File: config.mk
export PLATFORM = sky130hd
export DESIGN_NAME = arcade_shell
export DESIGN_NICKNAME = d
export VERILOG_FILES = /design/src/hw/arcade_pkg.sv /design/src/hw/shell_if.sv /design/src/hw/host_regs.sv /design/src/hw/video_timing.sv /design/src/hw/input_mapper.sv /design/src/hw/video_out.sv /design/src/hw/sigma_dac.sv /design/src/hw/arcade_shell.sv
export SDC_FILE = /design/constraint.sdc
export NUM_CORES = 1
export LEC_CHECK = 0
export BUFFER_PORTS_ARGS = -buffer_cell sky130_fd_sc_hd__buf_2
export CORE_MARGIN = 3
export CORE_UTILIZATION = 59
export DETAILED_ROUTE_END_ITERATION = 10
export PLACE_DENSITY = 0.95
export SKIP_CTS_REPAIR_TIMING = 1
export SYNTH_ARGS = -nofsm -noshare
export SYNTH_HDL_FRONTEND = slang
export SYNTH_SLANG_ARGS = --single-unit
File: constraint.sdc
create_clock -name clk_sys -period 7.55 [get_ports clk_sys]
set_input_delay 1.51 -clock clk_sys [delete_from_list [all_inputs] [get_ports clk_sys]]
set_output_delay 1.51 -clock clk_sys [all_outputs]
set_load 0.1 [all_outputs]
File: src/hw/arcade_pkg.sv
package arcade_pkg;

	//==========================================================================
	// Host register map
	//==========================================================================
	localparam logic [1:0] REG_STATUS = 2'd0;
	localparam logic [1:0] REG_ID     = 2'd1;

	// Bit positions inside the 32-bit settings word
	localparam int STATUS_BIT_RESET  = 0;
	localparam int STATUS_BIT_ROTATE = 2;
	localparam int STATUS_SCAN_LO    = 3;
	localparam int STATUS_SCAN_HI    = 4;
	localparam int STATUS_BIT_BLEND  = 5;

	localparam logic [31:0] BUILD_ID = 32'h1a0c_0110;

	//==========================================================================
	// Video timing counted in pixels and lines
	//==========================================================================
	localparam int CE_DIV       = 2;
	localparam int H_ACTIVE     = 16;
	localparam int H_SYNC_START = 18;
	localparam int H_SYNC_LEN   = 2;
	localparam int H_TOTAL      = 24;
	localparam int V_ACTIVE     = 8;
	localparam int V_SYNC_START = 9;
	localparam int V_SYNC_LEN   = 1;
	localparam int V_TOTAL      = 12;
	localparam int H_BITS       = $clog2(H_TOTAL);
	localparam int V_BITS       = $clog2(V_TOTAL);

	localparam int AUDIO_BITS = 9;

	typedef enum logic [0:0] {
		WB_IDLE = 1'b0,
		WB_ACK  = 1'b1
	} wb_state_t;

	// Dimming strength on odd lines
	typedef enum logic [1:0] {
		SCAN_OFF = 2'd0,
		SCAN_25  = 2'd1,
		SCAN_50  = 2'd2,
		SCAN_75  = 2'd3
	} scan_mode_t;

endpackage

File: src/hw/shell_if.sv
`timescale 1ns/1ps

// Pixel enable, sync and blanking from the timing generator
interface vid_timing_if;
	logic ce_pix;
	logic hs;
	logic vs;
	logic hb;
	logic vb;
	logic odd_line;

	modport source (
		output ce_pix, hs, vs, hb, vb, odd_line
	);

	modport sink (
		input ce_pix, hs, vs, hb, vb, odd_line
	);
endinterface

// Menu settings decoded from the host settings register
interface shell_cfg_if;
	logic                   core_reset;
	logic                   rotate;
	arcade_pkg::scan_mode_t scanlines;
	logic                   blend;

	modport source (
		output core_reset, rotate, scanlines, blend
	);

	modport sink (
		input core_reset, rotate, scanlines, blend
	);
endinterface

File: src/hw/host_regs.sv
`timescale 1ns/1ps

module host_regs (
	input  logic        clk_sys,
	input  logic        arst_n,
	input  logic        wb_cyc,
	input  logic        wb_stb,
	input  logic        wb_we,
	input  logic [1:0]  wb_adr,
	input  logic [31:0] wb_dat_w,
	output logic [31:0] wb_dat_r,
	output logic        wb_ack,
	shell_cfg_if.source cfg
);

	arcade_pkg::wb_state_t state;
	logic [31:0]           status;
	logic                  req;

	// A request is only taken from idle, so ack never lasts two cycles
	assign req = wb_cyc && wb_stb && (state == arcade_pkg::WB_IDLE);

	always_ff @(posedge clk_sys or negedge arst_n) begin
		if (!arst_n) begin
			state  <= arcade_pkg::WB_IDLE;
			status <= '0;
		end else begin
			case (state)
				arcade_pkg::WB_IDLE: begin
					if (req) begin
						state <= arcade_pkg::WB_ACK;
						// Writes land on the same edge that raises ack
						if (wb_we && (wb_adr == arcade_pkg::REG_STATUS)) begin
							status <= wb_dat_w;
						end
					end
				end
				arcade_pkg::WB_ACK: begin
					state <= arcade_pkg::WB_IDLE;
				end
			endcase
		end
	end

	always_ff @(posedge clk_sys) begin
		if (req) begin
			case (wb_adr)
				arcade_pkg::REG_STATUS: wb_dat_r <= status;
				arcade_pkg::REG_ID:     wb_dat_r <= arcade_pkg::BUILD_ID;
				default:                wb_dat_r <= '0;
			endcase
		end
	end

	assign wb_ack = (state == arcade_pkg::WB_ACK);

	assign cfg.core_reset = status[arcade_pkg::STATUS_BIT_RESET];
	assign cfg.rotate     = status[arcade_pkg::STATUS_BIT_ROTATE];
	assign cfg.scanlines  = arcade_pkg::scan_mode_t'(
		status[arcade_pkg::STATUS_SCAN_HI:arcade_pkg::STATUS_SCAN_LO]);
	assign cfg.blend      = status[arcade_pkg::STATUS_BIT_BLEND];

endmodule

File: src/hw/video_timing.sv
`timescale 1ns/1ps

module video_timing (
	input  logic         clk_sys,
	input  logic         arst_n,
	vid_timing_if.source tim
);

	logic [$clog2(arcade_pkg::CE_DIV)-1:0] ce_cnt;
	logic [arcade_pkg::H_BITS-1:0]         h_cnt;
	logic [arcade_pkg::V_BITS-1:0]         v_cnt;
	logic                                  ce_pix;
	logic                                  h_last;
	logic                                  v_last;

	assign h_last = (int'(h_cnt) == arcade_pkg::H_TOTAL - 1);
	assign v_last = (int'(v_cnt) == arcade_pkg::V_TOTAL - 1);

	//==========================================================================
	// Pixel enable divider
	//==========================================================================
	always_ff @(posedge clk_sys or negedge arst_n) begin
		if (!arst_n) begin
			ce_cnt <= '0;
			ce_pix <= 1'b0;
		end else begin
			if (int'(ce_cnt) == arcade_pkg::CE_DIV - 1) begin
				ce_cnt <= '0;
			end else begin
				ce_cnt <= ce_cnt + 1'b1;
			end
			ce_pix <= (int'(ce_cnt) == arcade_pkg::CE_DIV - 1);
		end
	end

	// Both counters step once per pixel and wrap at the frame edge
	always_ff @(posedge clk_sys or negedge arst_n) begin
		if (!arst_n) begin
			h_cnt <= '0;
			v_cnt <= '0;
		end else if (ce_pix) begin
			if (h_last) begin
				h_cnt <= '0;
				v_cnt <= v_last ? '0 : v_cnt + 1'b1;
			end else begin
				h_cnt <= h_cnt + 1'b1;
			end
		end
	end

	assign tim.ce_pix   = ce_pix;
	assign tim.hs       = (int'(h_cnt) >= arcade_pkg::H_SYNC_START) &&
		(int'(h_cnt) < arcade_pkg::H_SYNC_START + arcade_pkg::H_SYNC_LEN);
	assign tim.vs       = (int'(v_cnt) >= arcade_pkg::V_SYNC_START) &&
		(int'(v_cnt) < arcade_pkg::V_SYNC_START + arcade_pkg::V_SYNC_LEN);
	assign tim.hb       = (int'(h_cnt) >= arcade_pkg::H_ACTIVE);
	assign tim.vb       = (int'(v_cnt) >= arcade_pkg::V_ACTIVE);
	assign tim.odd_line = v_cnt[0];

endmodule

File: src/hw/input_mapper.sv
`timescale 1ns/1ps

module input_mapper (
	input  logic        clk_sys,
	input  logic        arst_n,
	input  logic [7:0]  joy_0,
	input  logic [7:0]  joy_1,
	shell_cfg_if.sink   cfg,
	output logic [1:0]  but_up,
	output logic [1:0]  but_down,
	output logic [1:0]  but_left,
	output logic [1:0]  but_right,
	output logic [1:0]  but_fire,
	output logic [1:0]  but_bomb,
	output logic [1:0]  but_coin,
	output logic [1:0]  but_select
);

	// Joystick bits from 0 upward are right, left, down, up, fire, bomb, coin and start
	logic [7:0] joy_q [2];

	always_ff @(posedge clk_sys or negedge arst_n) begin
		if (!arst_n) begin
			joy_q[0] <= '0;
			joy_q[1] <= '0;
		end else begin
			joy_q[0] <= joy_0;
			joy_q[1] <= joy_1;
		end
	end

	// Rotated stick turns a quarter clockwise, so up drives right and so on
	always_comb begin
		for (int p = 0; p < 2; p++) begin
			but_right[p]  = ~(cfg.rotate ? joy_q[p][3] : joy_q[p][0]);
			but_left[p]   = ~(cfg.rotate ? joy_q[p][2] : joy_q[p][1]);
			but_down[p]   = ~(cfg.rotate ? joy_q[p][0] : joy_q[p][2]);
			but_up[p]     = ~(cfg.rotate ? joy_q[p][1] : joy_q[p][3]);
			but_fire[p]   = ~joy_q[p][4];
			but_bomb[p]   = ~joy_q[p][5];
			but_coin[p]   = ~joy_q[p][6];
			but_select[p] = ~joy_q[p][7];
		end
	end

endmodule

File: src/hw/video_out.sv
`timescale 1ns/1ps

module video_out (
	input  logic       clk_sys,
	input  logic       arst_n,
	input  logic [1:0] core_r,
	input  logic [1:0] core_g,
	input  logic [1:0] core_b,
	vid_timing_if.sink tim,
	shell_cfg_if.sink  cfg,
	output logic [5:0] vga_r,
	output logic [5:0] vga_g,
	output logic [5:0] vga_b,
	output logic       vga_hs,
	output logic       vga_vs
);

	logic       blank;
	logic [5:0] prev_r;
	logic [5:0] prev_g;
	logic [5:0] prev_b;

	// Widen one channel, then blend with the last pixel and dim odd lines
	function automatic logic [5:0] shade(
		input logic [1:0]             c,
		input logic [5:0]             prev,
		input logic                   blend,
		input arcade_pkg::scan_mode_t mode,
		input logic                   odd
	);
		logic [6:0] sum;
		logic [5:0] v;
		logic [5:0] dim;
		sum = {1'b0, {3{c}}} + {1'b0, prev};
		v = blend ? sum[6:1] : {3{c}};
		case (mode)
			arcade_pkg::SCAN_25: dim = v - (v >> 2);
			arcade_pkg::SCAN_50: dim = v >> 1;
			arcade_pkg::SCAN_75: dim = v >> 2;
			default:             dim = v;
		endcase
		return odd ? dim : v;
	endfunction

	assign blank = tim.hb | tim.vb;

	//==========================================================================
	// Pixel registers load once per pixel
	//==========================================================================
	always_ff @(posedge clk_sys or negedge arst_n) begin
		if (!arst_n) begin
			vga_r  <= '0;
			vga_g  <= '0;
			vga_b  <= '0;
			vga_hs <= 1'b0;
			vga_vs <= 1'b0;
			prev_r <= '0;
			prev_g <= '0;
			prev_b <= '0;
		end else if (tim.ce_pix) begin
			// Sync goes through the same register stage as the colour
			vga_hs <= tim.hs;
			vga_vs <= tim.vs;
			if (blank) begin
				vga_r  <= '0;
				vga_g  <= '0;
				vga_b  <= '0;
				prev_r <= '0;
				prev_g <= '0;
				prev_b <= '0;
			end else begin
				vga_r  <= shade(core_r, prev_r, cfg.blend, cfg.scanlines, tim.odd_line);
				vga_g  <= shade(core_g, prev_g, cfg.blend, cfg.scanlines, tim.odd_line);
				vga_b  <= shade(core_b, prev_b, cfg.blend, cfg.scanlines, tim.odd_line);
				prev_r <= {3{core_r}};
				prev_g <= {3{core_g}};
				prev_b <= {3{core_b}};
			end
		end
	end

endmodule

File: src/hw/sigma_dac.sv
`timescale 1ns/1ps

module sigma_dac (
	input  logic                            clk_sys,
	input  logic                            arst_n,
	input  logic [arcade_pkg::AUDIO_BITS-1:0] audio_in,
	output logic                            audio_out
);

	logic [arcade_pkg::AUDIO_BITS-1:0] acc;
	logic [arcade_pkg::AUDIO_BITS:0]   sum;

	// The carry out of the accumulator is the one-bit output stream
	assign sum = {1'b0, acc} + {1'b0, audio_in};

	always_ff @(posedge clk_sys or negedge arst_n) begin
		if (!arst_n) begin
			acc       <= '0;
			audio_out <= 1'b0;
		end else begin
			acc       <= sum[arcade_pkg::AUDIO_BITS-1:0];
			audio_out <= sum[arcade_pkg::AUDIO_BITS];
		end
	end

endmodule

File: src/hw/arcade_shell.sv
`timescale 1ns/1ps

module arcade_shell (
	input  logic                              clk_sys,
	input  logic                              arst_n,
	input  logic                              wb_cyc,
	input  logic                              wb_stb,
	input  logic                              wb_we,
	input  logic [1:0]                        wb_adr,
	input  logic [31:0]                       wb_dat_w,
	output logic [31:0]                       wb_dat_r,
	output logic                              wb_ack,
	input  logic [7:0]                        joy_0,
	input  logic [7:0]                        joy_1,
	input  logic [1:0]                        core_r,
	input  logic [1:0]                        core_g,
	input  logic [1:0]                        core_b,
	input  logic [arcade_pkg::AUDIO_BITS-1:0] core_audio,
	output logic                              core_reset,
	output logic                              core_ce_pix,
	output logic                              core_hblank,
	output logic                              core_vblank,
	output logic [1:0]                        but_up,
	output logic [1:0]                        but_down,
	output logic [1:0]                        but_left,
	output logic [1:0]                        but_right,
	output logic [1:0]                        but_fire,
	output logic [1:0]                        but_bomb,
	output logic [1:0]                        but_coin,
	output logic [1:0]                        but_select,
	output logic [5:0]                        vga_r,
	output logic [5:0]                        vga_g,
	output logic [5:0]                        vga_b,
	output logic                              vga_hs,
	output logic                              vga_vs,
	output logic                              audio_l
);

	vid_timing_if tim ();
	shell_cfg_if  cfg ();

	host_regs u_host_regs (
		.clk_sys  (clk_sys),
		.arst_n   (arst_n),
		.wb_cyc   (wb_cyc),
		.wb_stb   (wb_stb),
		.wb_we    (wb_we),
		.wb_adr   (wb_adr),
		.wb_dat_w (wb_dat_w),
		.wb_dat_r (wb_dat_r),
		.wb_ack   (wb_ack),
		.cfg      (cfg)
	);

	video_timing u_video_timing (
		.clk_sys (clk_sys),
		.arst_n  (arst_n),
		.tim     (tim)
	);

	input_mapper u_input_mapper (
		.clk_sys    (clk_sys),
		.arst_n     (arst_n),
		.joy_0      (joy_0),
		.joy_1      (joy_1),
		.cfg        (cfg),
		.but_up     (but_up),
		.but_down   (but_down),
		.but_left   (but_left),
		.but_right  (but_right),
		.but_fire   (but_fire),
		.but_bomb   (but_bomb),
		.but_coin   (but_coin),
		.but_select (but_select)
	);

	video_out u_video_out (
		.clk_sys (clk_sys),
		.arst_n  (arst_n),
		.core_r  (core_r),
		.core_g  (core_g),
		.core_b  (core_b),
		.tim     (tim),
		.cfg     (cfg),
		.vga_r   (vga_r),
		.vga_g   (vga_g),
		.vga_b   (vga_b),
		.vga_hs  (vga_hs),
		.vga_vs  (vga_vs)
	);

	sigma_dac u_sigma_dac (
		.clk_sys   (clk_sys),
		.arst_n    (arst_n),
		.audio_in  (core_audio),
		.audio_out (audio_l)
	);

	// The core runs from the shell's pixel enable and menu reset
	assign core_reset  = cfg.core_reset;
	assign core_ce_pix = tim.ce_pix;
	assign core_hblank = tim.hb;
	assign core_vblank = tim.vb;

endmodule

==> results of run 1 <==
## power by group
group | internal (mW) | total [mW] | switching, mW
Clock | 0.555 | 0.853 | 0.298
Combinational | 0.234 | 0.677 | 0.443
Sequential | 0.798 | 0.858 | 0.0593
Total | 1.59 | 2.39 | 0.800
## layout make-up
class | count | share of cell area
clock buffer | 23 | 0.05780
clock inverter | 9 | 0.01964
inverter | 39 | 0.01853
tap | 136 | 0.02154
sequential | 128 | 0.4257
timing repair buffer | 149 | 0.09660
multi-input combinational | 374 | 0.3603
## registers in the layout, indices dropped and copies added (netlist names), 5 cells and up
| signal | cells |
|---|---|
| u_host_regs.status | 32 |
| u_video_out.vga_g | 6 |
| u_video_out.vga_b | 6 |
| u_host_regs.wb_dat_r | 32 |
| u_sigma_dac.acc | 9 |
| u_video_timing.h_cnt | 5 |
| u_input_mapper.joy_q | 16 |
| u_video_out.vga_r | 6 |
## cell families after synthesis
logic type               count (synthesis)  share of synthesized area
buffers and inverters                   68                    0.04581
adder cells (fa/ha/maj)                 43                    0.09086
AO/OA/AOI/OAI                          121                     0.1321
AND/OR/NAND/NOR                        147                     0.1126
flip-flops                             128                     0.5174
XOR/XNOR                                14                    0.01886
multiplexers                            49                    0.08239
## worst max-delay path: stages
cell	delay, ns
buf_2	0.12
ha_1	0.24
fa_1	0.42
xnor2_1	0.18
a21oi_1	0.42
inv_1	0.15
ha_1	0.35
ha_1	0.21
nor2_1	0.13
xnor2_1	0.08
a41oi_1	0.22
o41ai_1	0.11
## cell usage after synthesis, types with 15 or more instances
cell | instances | area share
edfxtp_1 | 32 | 0.15
nor2_1 | 44 | 0.025
nand2_1 | 29 | 0.017
clkbuf_1 | 15 | 0.0087
dfrtp_1 | 96 | 0.37
a21oi_1 | 23 | 0.018
o21ai_0 | 22 | 0.017
and2_1 | 26 | 0.025
mux2_2 | 36 | 0.062
ha_1 | 36 | 0.069
inv_1 | 36 | 0.021
## worst max path at each step
stage          startpoint                      to  slack (ns)
2_1_floorplan      wb_cyc  u_host_regs.status[10]        3.53
3_3_place_gp    core_g[0]    u_video_out.vga_g[3]        3.45
3_5_place_dp    core_b[0]    u_video_out.vga_b[3]        3.33
4_1_cts         core_b[0]    u_video_out.vga_b[3]        3.86
5_1_grt         core_b[0]    u_video_out.vga_b[4]        3.63
6_report        core_b[0]    u_video_out.vga_b[3]        3.81
## through the flow
| step | cell area [sq um] | setup WS (ns) | cells |
|---|---|---|---|
| 3_5_place_dp | 7289 | 3.333 | 826 |
| 5_1_grt | 7901 | 3.629 | 858 |
| 2_1_floorplan | 6500 | 3.532 | 570 |
| 4_1_cts | 7901 | 3.858 | 858 |
| 6_report | 7901 | 3.807 | 858 |
| 3_3_place_gp | 7289 | 3.454 | 826 |
## metal layers
metal | vias to the layer above | routed length [microns] | GRT usage
li1 | 2303 | - | -
met1 | 2416 | 5991 | 0.3129
met2 | 241 | 8161 | 0.4587
met3 | 58 | 1099 | 0.07478
met4 | 0 | 629 | 0.1281
met5 | - | 0 | 0
==> results.cfg, run 1 <==
[timing]
finClkSkew_ns = 0.007650
period_share = 0.4958
worst-slew-pin-transition_ns = 0.8292
finalMaxSlewViolations = 0
min_period_ns = 3.743
setup_tns_ns = 0
fin_hold_ws_ns = 0.3779
rsz0062_at_grt = false
slew_headroom = 0.4472
hold_violations = 0
setup_violations = 0
max_freq_mhz = 267.1

[placed_design]
place.gp.congestion = 0.9310
io_buffer_count = 143
hpwl_microns = 11010

[die]
core_sq_um = 10510
dieWidth_microns = 111.0
start_util = 0.6185
die_y_microns = 111.0
die-area_sq_um = 12310
io_pins = 144
rows = 37

[synthesis]
synth_warnings = 0
ys_types = 69
synth_top_flop_cell = dfrtp_1
synthArstFlopShare = 0.7500
synth-seq-cells = 128
synth_edf_count = 32
synth_fp_nets = 683
synthCells = 570
syn_area_sq_um = 6500
synth.avg_cell_area_sq_um = 11.40
ys_seq_area_frac = 0.5174

[layout]
layout_commonest_cell = buf_2
area_growth_syn_to_layout_pct = 21.56
drive_gt1_frac = 0.3102
regArea_sq_um = 3363
final_net_count = 822
final_util = 0.7519
n_fill_cell = 664
final_cell_mix = 142 x buf_2, 96 x dfrtp_1, 43 x nor2_1
antenna_cells = 0
multi_input_area_sq_um = 2846

[clocking]
numCtsBuffers = 17
h-tree-depth = 4
clk_pin_slew_ns = 0.06
cts_max_path_buffers = 2
clockRootBuffer = clkbuf_8
cts_tree = done
cts_sinks = 128
clkLatencyLatePin_ns = 0.53

[min_path]
min-delay-start = u_video_timing.ce_cnt
holdPathEnd = u_video_timing.tim.ce_pix
whs_path_depth = 0
min_path_type = flip-flop to flip-flop

[critical_path]
critical_path.endpoint_type = flip-flop
worstPathRequired_ns = 7.94
r2r_end = u_video_out.vga_b[3]
worstPathMaxFanout = 5
r2r_setup_slack_ns = 4.55
cp.arrival_ns = 4.13
worstSetupPathType = primary input to flip-flop
r2r_cells = 11
critPathLaunchType = primary input
worstReg2RegStart = u_video_out.prev_b[4]

[global_routing]
overflow = 0
grt_max_degree = 55
grt_pass1_wl_microns = 26210
grt_pass1_vias = 5354
grt_antenna_before_repair = 0
grt_use_total = 0.2687

[detailed_routing]
vias = 5018
drt-total-wl_microns = 15880
routed_via_density = 5.848
drc = 0
detail_route.wl_per_cell_microns = 18.51
ant_nets = 0
drt_pass1_iterations = 5
drt_iter0_drc = 356

[status]
status = completed

[power_and_ir_drop]
power_mw = 2.388
leakage_nw = 3.837
p_per_area_nw_per_um2 = 302.2
peakVddDrop_uv = 237.7

[run]
drv_cap = 0
(Power assumes the default switching activity.)
==> inputs of run 2 (changes only) <==
--- a/config.mk
+++ b/config.mk
@@ -5,11 +5,12 @@
 export SDC_FILE = /design/constraint.sdc
 export NUM_CORES = 1
 export LEC_CHECK = 0
+export ABC_AREA = 1
 export BUFFER_PORTS_ARGS = -buffer_cell sky130_fd_sc_hd__buf_2
 export CORE_MARGIN = 3
-export CORE_UTILIZATION = 59
+export CORE_UTILIZATION = 55
 export DETAILED_ROUTE_END_ITERATION = 10
-export PLACE_DENSITY = 0.95
+export PLACE_DENSITY = 0.92
 export SKIP_CTS_REPAIR_TIMING = 1
 export SYNTH_ARGS = -nofsm -noshare
 export SYNTH_HDL_FRONTEND = slang
==> constraint.sdc (replaced) <==
create_clock -name clk_sys -period 3.5 [get_ports clk_sys]
set_input_delay 0.7 -clock clk_sys [delete_from_list [all_inputs] [get_ports clk_sys]]
set_output_delay 0.7 -clock clk_sys [all_outputs]
set_load 0.1 [all_outputs]
==> results.cfg, run 2 <==
[placed_design]
pre_cts_ws_ns = 0.2683
io_buffer_count = 143
hpwl_microns = 10090
place.gp.congestion = 0.9174
dp_cells = 961
place_area_sq_um = 7366

[global_routing]
grt_pass1_vias = 4997
grt_pass1_wl_microns = 23210
overflow = 0
grt_use_total = 0.2219
grt_max_degree = 85
grt_antenna_before_repair = 0

[timing]
min_period_ns = 2.831
setup_violations = 0
fin_ws_ns = 0.6687
fin_hold_ws_ns = 0.3821
hold_violations = 0
slew_headroom = 0.2954
period_share = 0.8089
finClkSkew_ns = 0.007878
worst-slew-pin-transition_ns = 1.057
max_freq_mhz = 353.2
finalMaxSlewViolations = 0
setup_tns_ns = 0
rsz0062_at_grt = false

[die]
io_pins = 144
die_y_microns = 115.3
die-area_sq_um = 13300
core_sq_um = 11560
dieWidth_microns = 115.3
rows = 39
start_util = 0.5683

[synthesis]
yosysMostFrequentCell = nand2_1
syn_area_sq_um = 6573
synthCells = 693
ys_seq_area_frac = 0.5117
ys_top_cells_by_count = 137 x nand2_1, 106 x inv_1, 96 x dfrtp_1
synth-seq-cells = 128
synth.avg_cell_area_sq_um = 9.484
synth_top_area_share = 0.3655
synth_edf_count = 32
yosys-top-cells-area = dfrtp_1 37%, edfxtp_1 15%, nand2_1 7.8%
ys_types = 41
synth_top_cell_by_area = dfrtp_1
synth_warnings = 0
synth_top_flop_cell = dfrtp_1
synth_fp_nets = 806
synthArstFlopShare = 0.7500

[critical_path]
r2r_end = u_video_out.vga_b[3]
r2r_cells = 16
cp.arrival_ns = 3.13
worstSetupPathType = primary input to flip-flop
critical_path.endpoint_type = flip-flop
r2r_setup_slack_ns = 0.71
worstPathMaxFanout = 6
critPathCapture = u_video_out.vga_b[3]
worstPathRequired_ns = 3.79
critPathLaunchType = primary input
setup.worst_path.start = core_b[0]
worstReg2RegStart = u_video_out.prev_b[4]

[detailed_routing]
ant_nets = 0
routed_via_density = 5.158
drt_pass1_iterations = 4
drc = 0
drt-total-wl_microns = 14220
vias = 5127
detail_route.wl_per_cell_microns = 14.31
drt_iter0_drc = 306

[clocking]
clkLatencyLatePin_ns = 0.41
clk_pin_slew_ns = 0.06
cts_sinks = 128
h-tree-depth = 4
cts_max_path_buffers = 2
numCtsBuffers = 17
cts_tree = done
clockRootBuffer = clkbuf_16

[layout]
final_util = 0.6865
reg.largest.list = u_host_regs.status (32), u_host_regs.wb_dat_r (32), u_input_mapper.joy_q (16)
layout.cells.non_filler = 994
final_cell_area_sq_um = 7939
layout_commonest_cell = buf_2
final_net_count = 950
n_fill_cell = 896
final_cell_mix = 142 x buf_2, 137 x nand2_1, 106 x inv_1
area_growth_syn_to_layout_pct = 20.79
drive_gt1_frac = 0.2729

[power_and_ir_drop]
p_per_area_nw_per_um2 = 632.0
leakage_nw = 4.147
peakVddDrop_uv = 528.6
power_mw = 5.017

[run]
drv_cap = 0

[min_path]
min-delay-start = u_video_timing.ce_cnt
min_path_type = flip-flop to flip-flop

[status]
status = completed
## run 2: worst max-delay path: stages
cell and delay, ns:
buf_2 0.11, ha_1 0.22, fa_1 0.44, nand2_1 0.12
nand3_1 0.11, nand2_2 0.15, inv_1 0.11, ha_1 0.30
ha_1 0.20, nor2_1 0.14, a21oi_1 0.08, o21ai_0 0.09
nand3b_1 0.11, nand2_1 0.07, nand2_1 0.05, nand2_1 0.07
nand2_1 0.04
## run 2: cell type report
| type | count | area, sq um | share of cell area |
|---|---|---|---|
| Antenna cell | 1 | 2.502 | 0.0003152 |
| Clock buffer | 18 | 429.2 | 0.05406 |
| Clock inverter | 14 | 141.4 | 0.01781 |
| Inverter | 112 | 420.4 | 0.05296 |
| Multi-Input combinational cell | 432 | 2663 | 0.3354 |
| Sequential cell | 128 | 3363 | 0.4236 |
| Tap cell | 143 | 178.9 | 0.02254 |
| Timing Repair Buffer | 146 | 740.7 | 0.09330 |
## run 2: routing by layer
| metal | part of all wire | vias to the layer above | GRT usage |
|---|---|---|---|
| met5 | 0 | - | 0 |
| met4 | 0.021 | 0 | 0.08529 |
| met3 | 0.070 | 20 | 0.05632 |
| met2 | 0.51 | 178 | 0.3688 |
| met1 | 0.40 | 2411 | 0.2802 |
| li1 | - | 2518 | - |
## run 2: logic make-up (layout without fill, tap and decap cells)
logic type      count (synthesis)  in the layout  share of synthesized area
buf+inv                       133            290                    0.08357
xor+xnor                        9              9                    0.01199
other cells                     0              1                          0
compound gates                 89             89                    0.07958
simple gates                  257            257                     0.1654
mux                            34             34                    0.05787
fa+ha+maj                      43             43                    0.08985
flops                         128            128                     0.5117
## run 2: report_power, final
group	internal (mW)	switching [mW]	total, mW
Clock	1.05	0.660	1.71
Combinational	0.463	1.03	1.49
Sequential	1.72	0.0965	1.82
Total	3.23	1.78	5.02
## run 2: worst min path at each step
stage	end	slack [ns]	depth (start not counted)
final	u_video_timing.tim.ce_pix	0.38	0
after global routing	u_input_mapper.joy_q[14]	0.38	1
after CTS	u_input_mapper.joy_q[14]	0.38	1
after detailed placement	u_video_timing.tim.ce_pix	0.37	0
after global placement	u_video_timing.tim.ce_pix	0.36	0
after floorplan	u_video_timing.tim.ce_pix	0.35	0
